**src/ing_buf_pkg.sv**
```systemverilog
// Ingress buffer shared types
// Bus word, packet descriptor, egress metadata and width helpers
package ing_buf_pkg;

    // Bus geometry and field widths
    localparam int DATA_BYTES = 8;
    localparam int BYTE_IDX_W = $clog2(DATA_BYTES);
    localparam int KEEP_CNT_W = BYTE_IDX_W + 1;
    localparam int PORT_ID_W  = 4;
    localparam int LEN_W      = 11;
    localparam int PTR_W      = 8;

    typedef struct packed {
        logic [DATA_BYTES*8-1:0] data;
        logic [DATA_BYTES-1:0]   keep;
        logic                    last;
    } bus_word_t;

    typedef struct packed {
        logic [PTR_W-1:0] last_ptr;
        logic [LEN_W-1:0] byte_len;
    } pkt_desc_t;

    typedef struct packed {
        logic [PORT_ID_W-1:0] ingress_port;
        logic [LEN_W-1:0]     byte_len;
    } ing_meta_t;

    // Port index width, one bit even for a single port
    function automatic int port_w(input int num_ports);
        return (num_ports > 1) ? $clog2(num_ports) : 1;
    endfunction

    // Number of valid bytes in a contiguous keep mask
    function automatic logic [KEEP_CNT_W-1:0] keep_count(input logic [DATA_BYTES-1:0] keep);
        logic [KEEP_CNT_W-1:0] n;
        n = '0;
        for (int i = 0; i < DATA_BYTES; i++) begin
            n = n + KEEP_CNT_W'(keep[i]);
        end
        return n;
    endfunction

    // Last-word keep from the length remainder, zero means a full word
    function automatic logic [DATA_BYTES-1:0] keep_mask(input logic [BYTE_IDX_W-1:0] rem);
        logic [DATA_BYTES-1:0] m;
        m = '1;
        for (int i = 0; i < DATA_BYTES; i++) begin
            if (rem != '0 && i >= rem) begin
                m[i] = 1'b0;
            end
        end
        return m;
    endfunction

endpackage

```
**src/ing_buf_writer.sv**
```systemverilog
// Ingress write side
// Round-robin word scheduler with per-port commit, drop and overflow handling
`timescale 1ns/1ns

module ing_buf_writer #(
    parameter int NUM_PORTS      = 4,
    parameter int WORDS_PER_PORT = 32,
    parameter int PKTS_PER_PORT  = 4
) (
    input  logic                                ing_bus,
    input  logic                                rst_n,
    input  logic [NUM_PORTS-1:0]                in_valid,
    input  ing_buf_pkg::bus_word_t              in_word [NUM_PORTS],
    input  logic [$clog2(WORDS_PER_PORT)-1:0]   word_rd_ptr [NUM_PORTS],
    input  logic [$clog2(PKTS_PER_PORT):0]      desc_rd_ptr [NUM_PORTS],
    output logic [NUM_PORTS-1:0]                in_ready,
    output logic [NUM_PORTS-1:0]                overflow,
    output logic                                word_we,
    output logic [ing_buf_pkg::port_w(NUM_PORTS)+$clog2(WORDS_PER_PORT)-1:0] word_waddr,
    output logic [ing_buf_pkg::DATA_BYTES*8-1:0] word_wdata,
    output logic                                desc_we,
    output logic [ing_buf_pkg::port_w(NUM_PORTS)+$clog2(PKTS_PER_PORT)-1:0] desc_waddr,
    output ing_buf_pkg::pkt_desc_t              desc_wdata,
    output logic [$clog2(PKTS_PER_PORT):0]      desc_wr_ptr [NUM_PORTS]
);

    import ing_buf_pkg::*;

    localparam int PORT_W = port_w(NUM_PORTS);
    localparam int WPTR_W = $clog2(WORDS_PER_PORT);
    localparam int DPTR_W = $clog2(PKTS_PER_PORT);
    localparam int WCNT_W = LEN_W - BYTE_IDX_W;

    logic              run;
    logic [PORT_W-1:0] sel;
    logic [WPTR_W-1:0] wr_ptr  [NUM_PORTS];
    logic [WPTR_W-1:0] cmt_ptr [NUM_PORTS];
    // Descriptor slots taken at acceptance, exported one cycle later
    logic [DPTR_W:0]   d_alloc [NUM_PORTS];
    logic [WCNT_W-1:0] wcnt    [NUM_PORTS];
    logic [NUM_PORTS-1:0] drop;

    bus_word_t         cur_word;
    logic              cur_valid;
    logic              full_w;
    logic              full_d;
    logic              discard;
    logic [DPTR_W:0]   d_used;
    logic [LEN_W-1:0]  byte_len;

    for (genvar p = 0; p < NUM_PORTS; p++) begin : g_ready
        assign in_ready[p] = run && (sel == PORT_W'(p));
    end

    always_comb begin
        cur_word  = in_word[sel];
        cur_valid = run && in_valid[sel];
        d_used    = d_alloc[sel] - desc_rd_ptr[sel];
        full_w    = WPTR_W'(wr_ptr[sel] + 1'b1) == word_rd_ptr[sel];
        full_d    = d_used == (DPTR_W+1)'(PKTS_PER_PORT);
        discard   = drop[sel] || full_w || full_d;
        // Full words before the last, plus the bytes of this one
        byte_len  = {wcnt[sel], BYTE_IDX_W'(0)} + LEN_W'(keep_count(cur_word.keep));
    end

    ////////////////////////////////////////////////////////////////////////////
    // Control state

    always_ff @(posedge ing_bus) begin
        if (!rst_n) begin
            run         <= 1'b0;
            sel         <= '0;
            wr_ptr      <= '{default: '0};
            cmt_ptr     <= '{default: '0};
            d_alloc     <= '{default: '0};
            desc_wr_ptr <= '{default: '0};
            wcnt        <= '{default: '0};
            drop        <= '0;
            overflow    <= '0;
            word_we     <= 1'b0;
            desc_we     <= 1'b0;
        end else begin
            run         <= 1'b1;
            overflow    <= '0;
            word_we     <= 1'b0;
            desc_we     <= 1'b0;
            desc_wr_ptr <= d_alloc;
            // Slot moves on every cycle, data or not
            if (run) begin
                sel <= (sel == PORT_W'(NUM_PORTS-1)) ? '0 : sel + 1'b1;
            end
            if (cur_valid) begin
                if (discard) begin
                    // Throw the packet away and give its words back
                    drop[sel]     <= !cur_word.last;
                    wr_ptr[sel]   <= cmt_ptr[sel];
                    overflow[sel] <= cur_word.last;
                end else begin
                    word_we     <= 1'b1;
                    wr_ptr[sel] <= wr_ptr[sel] + 1'b1;
                    if (cur_word.last) begin
                        desc_we      <= 1'b1;
                        cmt_ptr[sel] <= wr_ptr[sel] + 1'b1;
                        d_alloc[sel] <= d_alloc[sel] + 1'b1;
                    end
                end
                wcnt[sel] <= cur_word.last ? '0 : wcnt[sel] + 1'b1;
            end
        end
    end

    ////////////////////////////////////////////////////////////////////////////
    // Write payload, qualified by word_we and desc_we

    always_ff @(posedge ing_bus) begin
        word_waddr          <= {sel, wr_ptr[sel]};
        word_wdata          <= cur_word.data;
        desc_waddr          <= {sel, d_alloc[sel][DPTR_W-1:0]};
        desc_wdata.last_ptr <= PTR_W'(wr_ptr[sel]);
        desc_wdata.byte_len <= byte_len;
    end

endmodule

```
**config.mk**
```make
export PLATFORM = sky130hd
export DESIGN_NAME = ing_buf_writer
export DESIGN_NICKNAME = d
export VERILOG_FILES = /design/src/ing_buf_pkg.sv /design/src/ing_buf_writer.sv
export SDC_FILE = /design/constraint.sdc
export NUM_CORES = 1
export LEC_CHECK = 0
export ABC_CLOCK_PERIOD_IN_PS = 5900
export BUFFER_PORTS_ARGS = -buffer_cell sky130_fd_sc_hd__buf_2
export CORE_AREA = 2 2 173 175
export CTS_BUF_LIST = sky130_fd_sc_hd__clkbuf_16
export DETAILED_ROUTE_END_ITERATION = 12
export DIE_AREA = 0 0 175 177
export HOLD_SLACK_MARGIN = 0.05
export PLACE_DENSITY = 0.65
export SLEW_MARGIN = 0
export SYNTH_ARGS = -nofsm -noshare
export SYNTH_HDL_FRONTEND = slang
export SYNTH_SLANG_ARGS = --single-unit
```
**constraint.sdc**
```tcl
create_clock -name ing_bus -period 5.9 [get_ports ing_bus]
set_clock_uncertainty 0.15 [all_clocks]
set_input_delay 0.295 -clock ing_bus [delete_from_list [all_inputs] [get_ports ing_bus]]
set_output_delay 0.295 -clock ing_bus [all_outputs]
set_load 0.05 [all_outputs]
```
[Word level (Yosys, flattened, before mapping)]
Index checks and enable logic that the tools add are counted.
Storage, ports and cells
  register bits: 200
  input bits: 330
  output and inout bits: 116
Operators by class
  $add $sub $neg: 13
  magnitude comparators: 4
  equal/unequal tests: 5
  mux-type cells: 45
  bitwise logic cells: 5
  reduce and logical (&&, ||, !) cells: 16
Operators with widths (number)
  $bmux 73 s2: 1
  $mux 73: 2
  $bwmux 20: 3
  $mux 5: 7
  $bwmux 32: 1
  $mux 8: 4
  $bmux 5 s2: 3
  $mux 20: 1
  $add 4x1->4: 4
  $bmux 8 s2: 1
  $demux 8 s2: 1
  $mux 3: 5
  $bmux 3 s2: 2
  $bwmux 12: 1
  $add 11x4->11: 1
  $demux 5 s2: 1
  $add 8x1->8 const B: 1
  $logic_and 1x1->1: 7
  $demux 3 s2: 1
  $mux 1: 6
  $reduce_and 3->1: 2
  $add 5x1->5 const B: 1
  $eq 5x5->1: 1
  $add 3x1->4: 1
  24 further kinds: 30

[Longest topological paths before layout]
  word-level depth: 12
  depth in mapped cells: 19
  depth with buffers taken out: 14

[Least setup slack after synthesis]
No wires, ideal clock.
  path type: flip-flop to flip-flop
  from: reg sel[1]
  to: reg desc_wdata[10] (netlist bit)
  library setup time: 0.072 ns
  data arrival time: 4.907 ns
  data required time: 5.678 ns
  setup slack: 0.772 ns
  stages on the path, launching flop included: 20
  period minus slack after synthesis: 5.128 ns
  cell sequence: dfxtp_1 -> buf_2 -> buf_2 -> buf_2 -> buf_1 -> clkbuf_1 -> mux4_2 -> inv_1 -> fa_1 -> inv_1 -> fa_1 -> inv_1 -> fa_1 -> inv_1 -> ha_1 -> inv_1 -> fa_1 -> or3b_2 -> nor2_1 -> xor2_1
Between the ends
  cells in the longest elaborated chain, start to end: 12
  elaborated cells on any way between the ends: 15
  classes of those cells: add/sub: 8; mux: 6; bitwise: 1
Ends and longest elaborated chain
  from (decl): RTL line ing_buf_writer.sv:35  | logic [PORT_W-1:0] sel;
  from (signal assigned): RTL line ing_buf_writer.sv:90  | sel <= (sel == PORT_W'(NUM_PORTS-1)) ? '0 : sel + 1'b1;
  $not 2->3 (not written as such) *: RTL line ing_buf_writer.sv:56, ing_buf_writer.sv:63
  $bmux 73 s2: RTL line ing_buf_writer.sv:56  | cur_word = in_word[sel];
  $mux 73 (not written as such) (2 in a row): RTL line ing_buf_writer.sv:56
  $add 1x1->2: RTL line ing_buf_pkg.sv:39  | n = n + KEEP_CNT_W'(keep[i]);
  $add 2x1->3: RTL line ing_buf_pkg.sv:39
  $add 3x1->4: RTL line ing_buf_pkg.sv:39
  $add 4x1->4 (4 in a row): RTL line ing_buf_pkg.sv:39
  $add 11x4->11 *: RTL line ing_buf_writer.sv:63  | byte_len = {wcnt[sel], BYTE_IDX_W'(0)} + LEN_W'(keep_count(cur_word.keep));
  net byte_len[10]: RTL line ing_buf_writer.sv:49  | logic [LEN_W-1:0] byte_len;
  to (decl): RTL line ing_buf_writer.sv:23  | output ing_buf_pkg::pkt_desc_t desc_wdata,
Mark *: on every way through the listed nets, which the timed path passes. The rest lies on a longest branch. The select of a mux whose other input is x is not followed.
A chain may end at the register's enable or synchronous reset.

[Worst setup path in the final report]
  from: reg sel[0]
  to: reg desc_wdata[10] (netlist bit)
Same word-level chain as after synthesis.

==> summary.md <==
| Metric | Value |
|---|---|
| Synthesized area | `0.00878 mm^2` |
| Remaining DRCs | `0` |
| CP most frequent cell | `inv_1` |
| Maximum VDD drop | `0.198 mV` |
| Row Count | `63` |
| Fin crit period | `4.64 ns` |
| RSZ-0062 raised after global routing | `false` |
| Vias per inst | `4.82` |
| Worst path cell trace | `mux4_2 > inv_1 > fa_1 > inv_1 > fa_1 > inv_1 > fa_1 > inv_1 > ha_1 > inv_1 > fa_1 > or3b_2 > nor2_1 > xor2_1` |
| Total iterations of the first detailed-routing run | `6` |
| Main flop type after synthesis | `dfxtp_1` |
| Yosys cell types | `37` |
| Layout cells sized above 1 | `47.3%` |
| Clk buf depth | `2` |
| Setup TNS | `0 ns` |
| Crit Path Max Fanout | `36` |
| Synth area leaders | `dfxtp_1, mux4_2, mux2i_1, nand2_1, o21ai_0` |
| Number of buffer and inverter stages on the critical path | `5` |
| Global placer's final weighted congestion | `0.816` |
| Placed insts | `1501` |
| Gr usage total | `21.9%` |
| Post-layout util | `44.4%` |
| Total CTS buffers | `17` |
| IO Pins | `446` |
| Initial core utilization | `30.0%` |
| Post-synth ARST share | `0%` |
| Die height | `177 um` |
| Final std cells w/o fill | `1647` |
| Clock sink count | `193` |
| Clk_lat worst skew | `0.44 ns` |
| Mapped Avg Cell Area | `12.2 um^2` |
| Area share of the largest cell type after synthesis | `44.0%` |
| Number of synthesized flops with an enable pin | `0` |
| Slowest stage cell, crit path | `dfxtp_4` |
| Crit-path max cell delay | `0.79 ns` |
| Leak | `0.00569 uW` |
| Cts repair resizes | `0` |
| Root buffer cell | `clkbuf_16` |
| Fillers | `2717` |
| Max Transition Viols Final | `0` |
| Area Growth Syn to Fin | `48.0%` |
| CTS H-Tree Depth | `4` |
| Commonest non-fill, non-tap cell in the layout | `buf_2` |
| Vias post-DR | `7938` |
| DP Wirelength | `26300 um` |
| Wirelength, routed | `35500 um` |
| Clock transition at path regs | `0.08 ns` |
| Yosys warnings | `0` |
| Actual slew at the worst max-slew pin | `0.922 ns` |
| Antenna violations before repair | `8` |
| Pin count of the biggest net entering global routing | `106` |
| Most frequent cells in the layout | `buf_2, dfxtp_1, nand2_1` |
| Die area | `0.0310 mm^2` |
| Post-synthesis sequential area ratio | `44.0%` |
| Drt first-iter violations | `521` |
| Port-buffer cells | `442` |
| First-pass GRT wire length | `49200 um` |
| Final setup vio count | `0` |
| Worst Hold Class | `in -> reg` |
| Gate count of the mapped netlist | `721` |
| CP startpoint kind | `flip-flop` |
| Largest area contributor in the netlist | `dfxtp_1` |
| Critical Path AT | `4.85 ns` |
| Max cap viols | `0` |
| Fin crit share | `78.6%` |
| Smallest hold slack | `0.0707 ns` |
| Vias in the first global route | `7990` |
| Overflow after GRT | `0` |
| Cell Pwr Density | `292 mW/mm^2` |
| Fin. Hold Viols | `0` |
| Rel. slew slack | `38.5%` |
| Pre-CTS setup slack | `1.23 ns` |
| Antenna-violating nets left | `0` |
| Drt wl/cell | `21.6 um` |
| Core area | `0.0292 mm^2` |
| Yosys reg bits | `193` |
| Worst setup path class | `reg -> reg` |
| NumNets Final | `1587` |
| Crit path max-delay family | `adder cells` |
| Final worst slack | `1.26 ns` |
| CTS tree | `done` |
| Die X | `175 um` |
| Status | `completed` |
| Fmax | `216 MHz` |
| WP data required | `6.12 ns` |
| Setup crit end kind | `flip-flop` |
-- state kept, by name, indices dropped and copies added (netlist names), 5 cells and up --
register,cells
word_waddr,5
desc_wr_ptr,12
wr_ptr,20
word_wdata,64
cmt_ptr,20
d_alloc,12
wcnt,32
desc_wdata,11
-- synthesized netlist by cell type (12+ instances only) --
library cell and instances:
dfxtp_1 193, nand2_1 112, mux4_2 104, mux2i_1 42, o21ai_0 35, inv_1 29
clkbuf_1 23, and2_1 22, a21boi_0 20, a21oi_1 19, buf_2 15, ha_1 12
-- through the flow --
step	power (uW)	area, um^2
6_report	3790	13000
5_1_grt	3960	13000
4_1_cts	3820	12900
3_5_place_dp	2530	11300
3_3_place_gp	2530	11300
2_1_floorplan	2170	8790
-- routing by layer --
layer | global-route usage [%] | up-vias | part of all wire, %
li1 | - | 3625 | -
met1 | 25.3 | 3856 | 38
met2 | 31.0 | 388 | 43
met3 | 16.6 | 63 | 17
met4 | 7.01 | 6 | 2.4
met5 | 0 | - | 0.082
-- worst reg2reg max path: cells and delay by family, from the launching register on --
| family | cells | cell delay, ns |
|---|---|---|
| fa+ha+maj | 5 | 1.81 |
| xor+xnor | 1 | 0.14 |
| buf+inv | 5 | 0.41 |
| mux | 1 | 0.59 |
| flops | 1 | 0.79 |
| simple gates | 2 | 0.69 |
-- report_power, final --
group | internal (uW) | switching, uW | leakage (uW)
clock | 579 | 606 | 0.000290
combinational | 448 | 702 | 0.00381
sequential | 1400 | 57.7 | 0.00159
-- cell type report --
class,count,area (um^2),share of cell area [%]
timing repair buffer,559,3400,26.1
tap,390,488,3.75
inverter,29,109,0.837
multi-input combinational,441,4510,34.7
sequential,193,3870,29.8
clock buffer,17,425,3.27
antenna,3,7.51,0.0578
clock inverter,15,190,1.46
-- kinds of logic (layout without fill, tap and decap cells) --
group / count (synthesis) / in the layout / synth area share, %
xor+xnor: 23 / 23 / 2.62
flops: 193 / 193 / 44.0
buf+inv: 89 / 620 / 4.87
mux: 146 / 146 / 31.5
fa+ha+maj: 16 / 16 / 2.62
compound gates: 81 / 81 / 5.64
simple gates: 172 / 172 / 8.76
other cells: 1 / 6 / 0.0427
-- worst paths after layout --
kind,cells past startpoint,to,slack (ns),start
worst max-delay path,14,desc_wdata[10]$_DFF_P_,1.26,sel[0]$_SDFFE_PN0P_
worst min-delay path,2,word_wdata[43]$_DFF_P_,0.07,in_word[198]
worst max register to register,14,desc_wdata[10]$_DFF_P_,1.26,sel[0]$_SDFFE_PN0P_
worst min register to register,2,cmt_ptr[7]$_SDFFE_PN0P_,0.31,cmt_ptr[7]$_SDFFE_PN0P_
-- repair_timing --
item	4_1_cts	5_1_grt
hold buffers	103	8
buffers inserted	0	0
hold endpoints to repair	52	6
(Power assumes the default switching activity.)
