`src/ing_buf_pkg.sv`:
```
// Ingress buffer shared types
// Bus word, packet descriptor, egress metadata and width helpers
package ing_buf_pkg;

    // Bus geometry and field widths
    localparam int DATA_BYTES = 8;
    localparam int BYTE_IDX_W = $clog2(DATA_BYTES);
    localparam int KEEP_CNT_W = BYTE_IDX_W + 1;
    localparam int PORT_ID_W  = 4;
    localparam int LEN_W      = 11;
    localparam int PTR_W      = 8;

    typedef struct packed {
        logic [DATA_BYTES*8-1:0] data;
        logic [DATA_BYTES-1:0]   keep;
        logic                    last;
    } bus_word_t;

    typedef struct packed {
        logic [PTR_W-1:0] last_ptr;
        logic [LEN_W-1:0] byte_len;
    } pkt_desc_t;

    typedef struct packed {
        logic [PORT_ID_W-1:0] ingress_port;
        logic [LEN_W-1:0]     byte_len;
    } ing_meta_t;

    // Port index width, one bit even for a single port
    function automatic int port_w(input int num_ports);
        return (num_ports > 1) ? $clog2(num_ports) : 1;
    endfunction

    // Number of valid bytes in a contiguous keep mask
    function automatic logic [KEEP_CNT_W-1:0] keep_count(input logic [DATA_BYTES-1:0] keep);
        logic [KEEP_CNT_W-1:0] n;
        n = '0;
        for (int i = 0; i < DATA_BYTES; i++) begin
            n = n + KEEP_CNT_W'(keep[i]);
        end
        return n;
    endfunction

    // Last-word keep from the length remainder, zero means a full word
    function automatic logic [DATA_BYTES-1:0] keep_mask(input logic [BYTE_IDX_W-1:0] rem);
        logic [DATA_BYTES-1:0] m;
        m = '1;
        for (int i = 0; i < DATA_BYTES; i++) begin
            if (rem != '0 && i >= rem) begin
                m[i] = 1'b0;
            end
        end
        return m;
    endfunction

endpackage

```
`src/ing_buf_reader.sv`:
```
// Egress read side
// Round-robin packet scheduler, two-stage read pipeline and two-entry output queue
`timescale 1ns/1ns

module ing_buf_reader #(
    parameter int NUM_PORTS      = 4,
    parameter int WORDS_PER_PORT = 32,
    parameter int PKTS_PER_PORT  = 4
) (
    input  logic                                ing_bus,
    input  logic                                rst_n,
    input  logic [$clog2(PKTS_PER_PORT):0]      desc_wr_ptr [NUM_PORTS],
    input  ing_buf_pkg::pkt_desc_t              desc_rdata,
    input  logic [ing_buf_pkg::DATA_BYTES*8-1:0] word_rdata,
    input  logic                                out_ready,
    output logic [ing_buf_pkg::port_w(NUM_PORTS)+$clog2(PKTS_PER_PORT)-1:0] desc_raddr,
    output logic [ing_buf_pkg::port_w(NUM_PORTS)+$clog2(WORDS_PER_PORT)-1:0] word_raddr,
    output logic [$clog2(WORDS_PER_PORT)-1:0]   word_rd_ptr [NUM_PORTS],
    output logic [$clog2(PKTS_PER_PORT):0]      desc_rd_ptr [NUM_PORTS],
    output logic                                out_valid,
    output ing_buf_pkg::bus_word_t              out_word,
    output ing_buf_pkg::ing_meta_t              out_meta
);

    import ing_buf_pkg::*;

    localparam int PORT_W = port_w(NUM_PORTS);
    localparam int WPTR_W = $clog2(WORDS_PER_PORT);
    localparam int DPTR_W = $clog2(PKTS_PER_PORT);

    typedef struct packed {
        bus_word_t word;
        ing_meta_t meta;
    } q_entry_t;

    logic              [PORT_W-1:0] rsel;
    logic              [DPTR_W:0]   dwr_q [NUM_PORTS];
    logic                           pend;
    logic                           room;
    logic                           issue;
    logic                           at_last;
    logic              [2:0]        inflight;

    // Stage 0 is the read in the memory, stage 1 the word at word_rdata
    logic              s0_valid;
    logic              s0_last;
    logic [PORT_W-1:0] s0_port;
    pkt_desc_t         s0_desc;
    logic              s1_valid;
    logic              s1_last;
    logic [PORT_W-1:0] s1_port;
    pkt_desc_t         s1_desc;
    q_entry_t          s1_entry;

    q_entry_t          q_mem [2];
    logic              q_wr_idx;
    logic              q_rd_idx;
    logic [1:0]        q_cnt;
    logic              pop;

    assign desc_raddr = {rsel, desc_rd_ptr[rsel][DPTR_W-1:0]};

    always_comb begin
        pend     = dwr_q[rsel] != desc_rd_ptr[rsel];
        at_last  = word_rd_ptr[rsel] == desc_rdata.last_ptr[WPTR_W-1:0];
        pop      = out_valid && out_ready;
        // Queue entries plus reads still in the pipe, less the word leaving now
        inflight = 3'(q_cnt) + 3'(s0_valid) + 3'(s1_valid);
        room     = inflight < (3'd2 + 3'(pop));
        issue    = pend && room;
    end

    ////////////////////////////////////////////////////////////////////////////
    // Scheduler and pointers

    always_ff @(posedge ing_bus) begin
        if (!rst_n) begin
            rsel        <= '0;
            dwr_q       <= '{default: '0};
            word_rd_ptr <= '{default: '0};
            desc_rd_ptr <= '{default: '0};
            s0_valid    <= 1'b0;
            s1_valid    <= 1'b0;
        end else begin
            dwr_q    <= desc_wr_ptr;
            s0_valid <= issue;
            s1_valid <= s0_valid;
            if (issue) begin
                word_rd_ptr[rsel] <= word_rd_ptr[rsel] + 1'b1;
                if (at_last) begin
                    desc_rd_ptr[rsel] <= desc_rd_ptr[rsel] + 1'b1;
                end
            end
            // Stay on a port for the whole packet, otherwise rotate
            if (!pend || (issue && at_last)) begin
                rsel <= (rsel == PORT_W'(NUM_PORTS-1)) ? '0 : rsel + 1'b1;
            end
        end
    end

    always_ff @(posedge ing_bus) begin
        word_raddr <= {rsel, word_rd_ptr[rsel]};
        s0_last    <= at_last;
        s0_port    <= rsel;
        s0_desc    <= desc_rdata;
        s1_last    <= s0_last;
        s1_port    <= s0_port;
        s1_desc    <= s0_desc;
    end

    always_comb begin
        s1_entry.word.data         = word_rdata;
        s1_entry.word.keep         = s1_last ? keep_mask(s1_desc.byte_len[BYTE_IDX_W-1:0]) : '1;
        s1_entry.word.last         = s1_last;
        s1_entry.meta.ingress_port = PORT_ID_W'(s1_port);
        s1_entry.meta.byte_len     = s1_desc.byte_len;
    end

    ////////////////////////////////////////////////////////////////////////////
    // Output queue

    always_ff @(posedge ing_bus) begin
        if (!rst_n) begin
            q_wr_idx <= 1'b0;
            q_rd_idx <= 1'b0;
            q_cnt    <= '0;
        end else begin
            if (s1_valid) begin
                q_wr_idx <= !q_wr_idx;
            end
            if (pop) begin
                q_rd_idx <= !q_rd_idx;
            end
            q_cnt <= q_cnt + 2'(s1_valid) - 2'(pop);
        end
    end

    always_ff @(posedge ing_bus) begin
        if (s1_valid) begin
            q_mem[q_wr_idx] <= s1_entry;
        end
    end

    assign out_valid = q_cnt != '0;
    assign out_word  = q_mem[q_rd_idx].word;
    assign out_meta  = q_mem[q_rd_idx].meta;

endmodule

```
`config.mk`:
```
export PLATFORM = sky130hd
export DESIGN_NAME = ing_buf_reader
export DESIGN_NICKNAME = d
export VERILOG_FILES = /design/src/ing_buf_pkg.sv /design/src/ing_buf_reader.sv
export SDC_FILE = /design/constraint.sdc
export NUM_CORES = 1
export LEC_CHECK = 0
export ABC_AREA = 1
export BUFFER_PORTS_ARGS = -buffer_cell sky130_fd_sc_hd__buf_2
export CAP_MARGIN = 20
export CORE_MARGIN = 4
export CORE_UTILIZATION = 35
export DETAILED_ROUTE_END_ITERATION = 6
export GPL_ROUTABILITY_DRIVEN = 1
export HOLD_SLACK_MARGIN = 0.05
export PLACE_DENSITY_LB_ADDON = 0.25
export SLEW_MARGIN = 5
export SYNTH_ARGS = -nofsm -noshare
export SYNTH_HDL_FRONTEND = slang
export SYNTH_SLANG_ARGS = --single-unit
```
`constraint.sdc`:
```
create_clock -name ing_bus -period 6.19 [get_ports ing_bus]
set_clock_uncertainty 0.2 [all_clocks]
set_input_delay 0.3095 -clock ing_bus [delete_from_list [all_inputs] [get_ports ing_bus]]
set_output_delay 0.3095 -clock ing_bus [all_outputs]
set_load 0.01 [all_outputs]
```
; ---- After elaboration in Yosys (flattened, before gate mapping)
; Memories as Yosys holds them, arrays and structs flattened. A register that Yosys moved wholly into a read port is not among the register bits.
; Cells that the tools add are included.
[word_totals]
regBits = 87
mem_bits_rw = 172
input_bits = 98
out_inout_bits = 132
elab_cells = 95
mem_count = 1
[memory_table]
columns = memory, words, width, rd, rd_clocked_by_memory_dff, wr, line_no
row1 = q_mem, 2, 86, 1, 1, 1, ing_buf_reader.sv:55  ; q_entry_t q_mem [2];
[op_classes]
addsub = 8
n_lt_le_gt_ge = 10
eq_ne = 3
mux = 29
bitwise_logic = 1
n_reduce_logical = 18
[op_table]
columns = cell, n
row1 = $bwmux 20, 1
row2 = $mux 3, 5
row3 = $mux 5, 3
row4 = $bmux 3 s2, 2
row5 = $bwmux 12, 1
row6 = $mux 1, 12
row7 = $logic_and 1x1->1, 11
row8 = $bmux 5 s2, 1
row9 = $demux 5 s2, 1
row10 = $ge 3x3->1 const A, 3
row11 = $mux 8, 1
row12 = $demux 3 s2, 1
row13 = $ge 1x3->1 const A, 2
row14 = $ge 2x3->1 const A, 2
row15 = $add 5x1->5 const B, 1
row16 = $eq 5x5->1, 1
row17 = $add 2x1->3, 1
row18 = $add 2x1->3 const A, 1
row19 = $add 3x1->3, 1
row20 = $add 3x1->3 const B, 1
row21 = $ge 3x3->1 const B, 1
row22 = $logic_not 1->1, 3
row23 = $lt 3x1->1 const B, 1
row24 = $lt 3x3->1, 1
row25 = 11 further kinds, 11

; ---- Depth between registers and ports, before layout
; Gate-level depths: netlist of run 1.
[logic_depth]
ltp_word = 8
depth_mapped = 14
mapped_depth_nobuf = 13

; ---- Least setup slack after synthesis of run 1
; OpenSTA, ideal clock, no wires.
[synth_timing]
path_type = reg2reg
from = register s1_valid
to = memory q_mem[0][0] (netlist bit), enable pin
setup_ns = 0.532
arrival_time_ns = 4.047
t_required_ns = 5.458
setup_slack_ns = 1.411
stages_incl_launch_ff = 3
path_buffers = 0
synth_period_minus_slack_ns = 4.779
cell_sequence = dfxtp_1 inv_1 nor2_1
[synth_between]
elab_chain_cells = 2
[synth_rtl]
columns = item, line_no
row1 = "start, declared", ing_buf_reader.sv:49  ; logic s1_valid;
row2 = "start signal, assigned", ing_buf_reader.sv:87  ; s1_valid <= s0_valid;
row3 = $mux 1, ing_buf_reader.sv:139  ; if (s1_valid) begin
row4 = $mux 1 (implied by the code), ing_buf_reader.sv:140  ; q_mem[q_wr_idx] <= s1_entry;
row5 = "end, declared", ing_buf_reader.sv:55
; Every way passes these cells.

; ---- Worst setup path after layout of run 1
[layout_timing]
from = register rsel[0]
to = register s0_last
[layout_between]
elab_chain_cells = 5
[layout_rtl]
columns = item, line_no
row1 = "start, declared", ing_buf_reader.sv:36  ; logic [PORT_W-1:0] rsel;
row2 = "start signal, assigned", ing_buf_reader.sv:96  ; rsel <= (rsel == PORT_W'(NUM_PORTS-1)) ? '0 : rsel + 1'b1;
row3 = $not 2->3 (implied by the code), ing_buf_reader.sv:65  ; at_last = word_rd_ptr[rsel] == desc_rdata.last_ptr[WPTR_W-1:0];
row4 = $bmux 5 s2, ing_buf_reader.sv:65
row5 = $mux 5 (implied by the code) (2 in a row), ing_buf_reader.sv:65
row6 = $eq 5x5->1, ing_buf_reader.sv:65
row7 = net at_last, ing_buf_reader.sv:41  ; logic at_last;
row8 = "end signal, assigned", ing_buf_reader.sv:103  ; s0_last <= at_last;
row9 = "end, declared", ing_buf_reader.sv:46  ; logic s0_last;
; The timed path passes the listed nets, and every way through them passes these cells. The select of a mux whose other input is x is not followed.
; A chain may end at the register's enable or synchronous reset.

==> results.txt, run 1 <==
Crit share post-route = 0.497
Max rail drop VDD = 0.194 mV
CP Data Arrival Time = 3.34 ns
GR Overflow Total = 0
Vias in the first global route = 6628
Max-Slew Margin vs Limit = 0.393
Seq/Total Area, Yosys = 0.714
Critical path capture point type = register
RSZ-0062 raised after global routing = false
Highest clock rate = 0.325 GHz
CTS Buf Count = 29
Int Pwr = 3720 uW
Power per cell area = 399 nW/um^2
Final wirelength = 21300 microns
Seq pwr share = 0.411
Clock share of power = 0.343
Hold-fix buffers, CTS = 92
Die footprint = 30300 sq um
Worst-margin pin slew = 0.911 ns
Final worst slack = 3.11 ns
Hold slack = 0.122 ns
Fin. max-slew vios = 0
P_sw = 1500 uW
Final setup viols = 0
Reg clk slew, reported paths = 0.06 ns
# diodes = 0
I/O Buffers = 224
Status = finished, final reports clean
Largest net degree at the start of global routing = 67
Most common cell after layout, fill and taps aside = buf_2
Most frequent cells in the layout = buf_2 (224), nand2_1 (180), edfxtp_1 (172)
Mapped Cells = 724
Starting Density = 0.357
Post-synthesis cell type count = 33
H-Tree Depth = 1
Final core occ = 0.484
Final min period = 3.08 ns
HPWL Detailed = 13700 microns
CTS tree = yes
Final net count = 1163
Crit start category = register
GRT Total Usage = 0.138
Max-cap violation count = 0
Core Area = 27000 sq um
Final Cell Area = 13100 sq um
Main synth FF type = edfxtp_1
GP Congestion = 0.812
Vias per inst = 4.45
First-pass GRT wire length = 34200 microns
I/O Pins = 230
Syn Area/Cell = 13.3 sq um
Site row count = 60
Drt pass-1 iters = 5
Post-Syn Area = 9640 sq um
Yosys reg bits = 258
Clk buf depth = 3
Combinational Power Share = 0.246
Final hold viol count = 0
CP max FO = 28
Yosys warnings = 0
Pleak = 0.00535 uW
Clock root buffer = clkbuf_16
Post-CTS sizing = 0
Post-CTS Setup Repair Bufs = 0
Iteration-0 DRC Markers = 260
Routed Antenna Nets = 0
Clk_lat worst skew = 0.53 ns
Fill cells = 2406
Hold Path Class = reg2reg
Cell Area, Placed = 11100 sq um
WS Path Type = reg2reg
WL/cell = 15.0 microns
Switch share = 0.287
Die Ht = 174 microns
Area growth, synth to finish = 35.7%
Worst Path Required = 6.45 ns
Setup Total Neg Slack = 0 ns
Residual DRC = 0
Initial antenna violation count = 0
Async S/R FF share, synth = 0
Via count = 6308
Share of layout cells above drive strength 1 = 0.360
Clock sink total = 258
Die width = 174 microns
Pre-CTS WS = 3.47 ns
EDFF count, synth = 172
==> kinds of logic after synthesis <==
kind of cell,count (synthesis),synth area share
mux,86,0.100
simple gates,263,0.119
compound gates,33,0.0187
flops,258,0.714
xor+xnor,4,0.00363
other cells,2,0.000779
fa+ha+maj,10,0.0138
buf+inv,68,0.0293
==> per-stage QoR <==
| stage | power (uW) | cells |
|---|---|---|
| after detailed placement | 3440 | 1273 |
| after CTS | 5310 | 1418 |
| final | 5220 | 1418 |
| after floorplan | 3000 | 726 |
| after global routing | 5520 | 1418 |
| after global placement | 3420 | 1273 |
==> power by group through the flow <==
stage | sequential, uW | clock, uW | combinational [uW]
final | 2150 | 1790 | 1290
after global routing | 2170 | 1920 | 1430
after CTS | 2150 | 1850 | 1310
after detailed placement | 2180 | 0 | 1250
after global placement | 2180 | 0 | 1250
after floorplan | 2190 | 0 | 808
==> worst max-delay path: stages (launching register included) <==
cell	delay (ns)
dfxtp_1	0.29
buf_4	0.23
inv_2	0.41
nand2_1	0.09
nand3_1	0.11
nand2_1	0.10
nand2_1	0.07
nand2_1	0.07
dlygate4sd3_1	0.57
inv_1	0.06
nand2_1	0.07
nor2_2	0.16
dlygate4sd3_1	0.57
==> Yosys cell counts (3+ instances only) <==
master      n  area (sq um)
o21ai_0     4          20.0
nand2_1   180           676
a21oi_1    23           115
dfxtp_1    86          1720
inv_2       7          26.3
mux2_2     86           968
nand3_4     5          87.6
edfxtp_1  172          5160
nor2_1     36           135
nor3_1      3          15.0
buf_2       4          20.0
buf_1       5          18.8
clkbuf_1   10          37.5
ha_1        9           113
inv_1      38           143
xor2_1      3          26.3
nor2_2      3          18.8
nand3_1    29           145
==> layer usage <==
metal | track usage | vias to the layer above | part of all wire
met5 | 0 | - | 0
met4 | 0.0304 | 0 | 0.015
met3 | 0.0374 | 32 | 0.074
met2 | 0.242 | 206 | 0.48
met1 | 0.172 | 2922 | 0.43
li1 | - | 3148 | -
==> area by class of cell <==
class,instances,area (sq um),area share
Multi-Input combinational cell,400,2490,0.190
Timing Repair Buffer,321,2080,0.159
Clock inverter,13,194,0.0148
Sequential cell,258,6890,0.527
Tap cell,341,427,0.0326
Inverter,45,171,0.0131
Clock buffer,40,837,0.0640
==> flip-flops by register name, indices dropped and copies added, names as in the netlist, named ones only <==
name and cells:
q_mem 172, word_rd_ptr 20, desc_rd_ptr 12, dwr_q 12, s0_desc 11, s1_desc 11, word_raddr 5, q_cnt 2
rsel 2, s0_port 2, s1_port 2, q_rd_idx 1, q_wr_idx 1, s0_last 1, s0_valid 1, s1_last 1
s1_valid 1
==> worst paths after layout <==
kind,from,end,slack (ns),cells after the start
setup / recovery,rsel[0],s0_last,3.11,12
hold reg to reg,s0_desc[3],s1_desc[3],0.12,0
hold / removal,s0_desc[3],s1_desc[3],0.12,0
setup reg to reg,rsel[0],s0_last,3.11,12
Note: power is estimated with default switching activity, not from simulation.
==> run 2: changes to the inputs <==
==> constraint.sdc (replaced) <==
create_clock -name ing_bus -period 3 [get_ports ing_bus]
set_clock_uncertainty 0.2 [all_clocks]
set_input_delay 0.15 -clock ing_bus [delete_from_list [all_inputs] [get_ports ing_bus]]
set_output_delay 0.15 -clock ing_bus [all_outputs]
set_load 0.01 [all_outputs]
==> run 2 against run 1 <==
Non-clock buffer count up 24. Clock-buffer cell count shrank 1. Sequential cell count unchanged. Sequential power rose by 110%. Largest cell class unchanged. Register-to-register slack got worse by 2.9 ns. Worst hold slack got worse by 0.037 ns. Combinational power rose by 110%. Die area is the same. Global-route usage up 0.28 points. Final cell count increased by 1.6%.
==> results.txt, run 2 (same netlist as run 1, synthesis figures left out) <==
Final hold viol count = 0
Total chip power = 10500 uW
Top Registers = q_mem (172), word_rd_ptr (20)
Die footprint = 30300 sq um
Crit start category = register
Clock root buffer = clkbuf_16
Final setup viols = 0
Status = finished, final reports clean
Worst Hold Depth = 2
Hold path start = desc_rdata[1]
Worst Path Required = 3.26 ns
CP max FO = 27
Crit share post-route = 0.918
Iteration-0 DRC Markers = 302
Most common cell after layout, fill and taps aside = buf_2
Met2 WL post-DR = 10400 microns
CTS tree = yes
Reg clk slew, reported paths = 0.06 ns
Critical path capture point type = register
Fin. max-slew vios = 0
Die width = 174 microns
Power per cell area = 790 nW/um^2
Vias per inst = 4.51
Routed Antenna Nets = 0
Final min period = 2.75 ns
Site row count = 60
R2R Path Start = rsel[0]
Fill cells = 2419
Residual DRC = 0
Most frequent cells in the layout = buf_2 (224), nand2_1 (180), edfxtp_1 (172)
Reg2reg end = s0_last
Setup Total Neg Slack = 0 ns
WHS Endpoint = s0_desc[1]
Clk_lat worst skew = 0.52 ns
Core Area = 27000 sq um
Max-cap violation count = 0
Largest net degree at the start of global routing = 87
Clk buf depth = 3
H-Tree Depth = 1
Cell Area, Placed = 11200 sq um
Clock sink total = 258
Via count = 6504
GRT Total Usage = 0.141
Final worst slack = 0.247 ns
Worst-margin pin slew = 0.746 ns
Max rail drop VDD = 0.423 mV
Met3 wire len = 1510 microns
DRT met1 WL = 9580 microns
# diodes = 0
Pre-CTS WS = 0.536 ns
CP Data Arrival Time = 3.02 ns
CTS Buf Count = 28
Final net count = 1186
Area growth, synth to finish = 37.3%
RSZ-0062 raised after global routing = false
GP Congestion = 0.785
Drt pass-1 iters = 4
Final Cell Area = 13200 sq um
Highest clock rate = 0.363 GHz
Flop2flop setup slack = 0.25 ns
Most flop-heavy register = q_mem
Share of layout cells above drive strength 1 = 0.352
First-pass GRT wire length = 35000 microns
Reg2Reg Depth = 11
Vias in the first global route = 6589
I/O Pins = 230
WL/cell = 15.1 microns
Starting Density = 0.357
Pleak = 0.00539 uW
Die Ht = 174 microns
DR top layer = met4
Number of flip-flops under the largest register name = 172
Final wirelength = 21800 microns
GR Overflow Total = 0
Hold Path Class = in2reg
I/O Buffers = 224
HPWL Detailed = 13700 microns
Max-Slew Margin vs Limit = 0.502
Initial antenna violation count = 0
WS Path Type = reg2reg
==> run 2: changes by cell type in the layout (fill, tap and decap cells not counted) <==
cell,change
buf_12,+3
buf_6,+1
bufinv_16,-3
clkbuf_1,+2
clkbuf_2,+1
clkbuf_8,-4
clkinv_1,+2
clkinv_2,+1
clkinv_4,+1
dlygate4sd3_1,+20
inv_2,-1
inv_4,+1
inv_6,-1
==> run 2: worst max path at each step <==
stage	from	endpoint	cells past startpoint
global route	rsel[0]	desc_rd_ptr[3]	13
CTS	rsel[0]	desc_rd_ptr[6]	13
global placement	s1_valid	desc_rd_ptr[6]	8
finish	rsel[0]	s0_last	11
floorplan	s1_valid	q_mem[1][0]	2
detailed placement	s1_valid	desc_rd_ptr[2]	8
==> run 2: power by group <==
group	switching, uW	internal, uW
clock network	1300	2020
logic	1580	1130
registers	198	4240
==> run 2: routing by layer <==
layer,vias to the layer above,global-route usage
li1,3193,-
met1,3078,0.184
met2,205,0.243
met3,28,0.0335
met4,0,0.0264
met5,-,0
==> run 2: cell type report <==
cell class                 count  area (sq um)  share of cell area
inverter                      45           173              0.0130
clock buffer                  39           795              0.0600
tap                          341           427              0.0322
clock inverter                13           118             0.00888
sequential                   258          6890               0.520
timing repair buffer         345          2350               0.178
multi-input combinational    400          2490               0.188
==> run 2: critical path, cell delays in order (launching register included) <==
cell	delay, ns
dfxtp_1	0.39
buf_6	0.26
nand2_1	0.08
nand3_1	0.13
nand2_1	0.10
nand2_1	0.07
nand2_1	0.05
dlygate4sd3_1	0.56
inv_1	0.06
nand2_1	0.06
nor2_2	0.17
dlygate4sd3_1	0.57
==> run 2: timing repair <==
| item | in CTS | in global routing |
|---|---|---|
| setup endpoints to repair | 0 | 7 |
| hold buffers | 112 | 0 |
| buffers inserted | 0 | 0 |
| resized for setup | 0 | 3 |
| hold endpoints to repair | 171 | 0 |
==> run 2: metrics by stage <==
stage	instances	hold WS, ns	util
CTS	1441	0.0542	0.490
finish	1441	0.0852	0.490
global placement	1277	0.0522	0.414
detailed placement	1277	0.0541	0.414
global route	1441	0.0574	0.490
floorplan	726	-0.0223	-
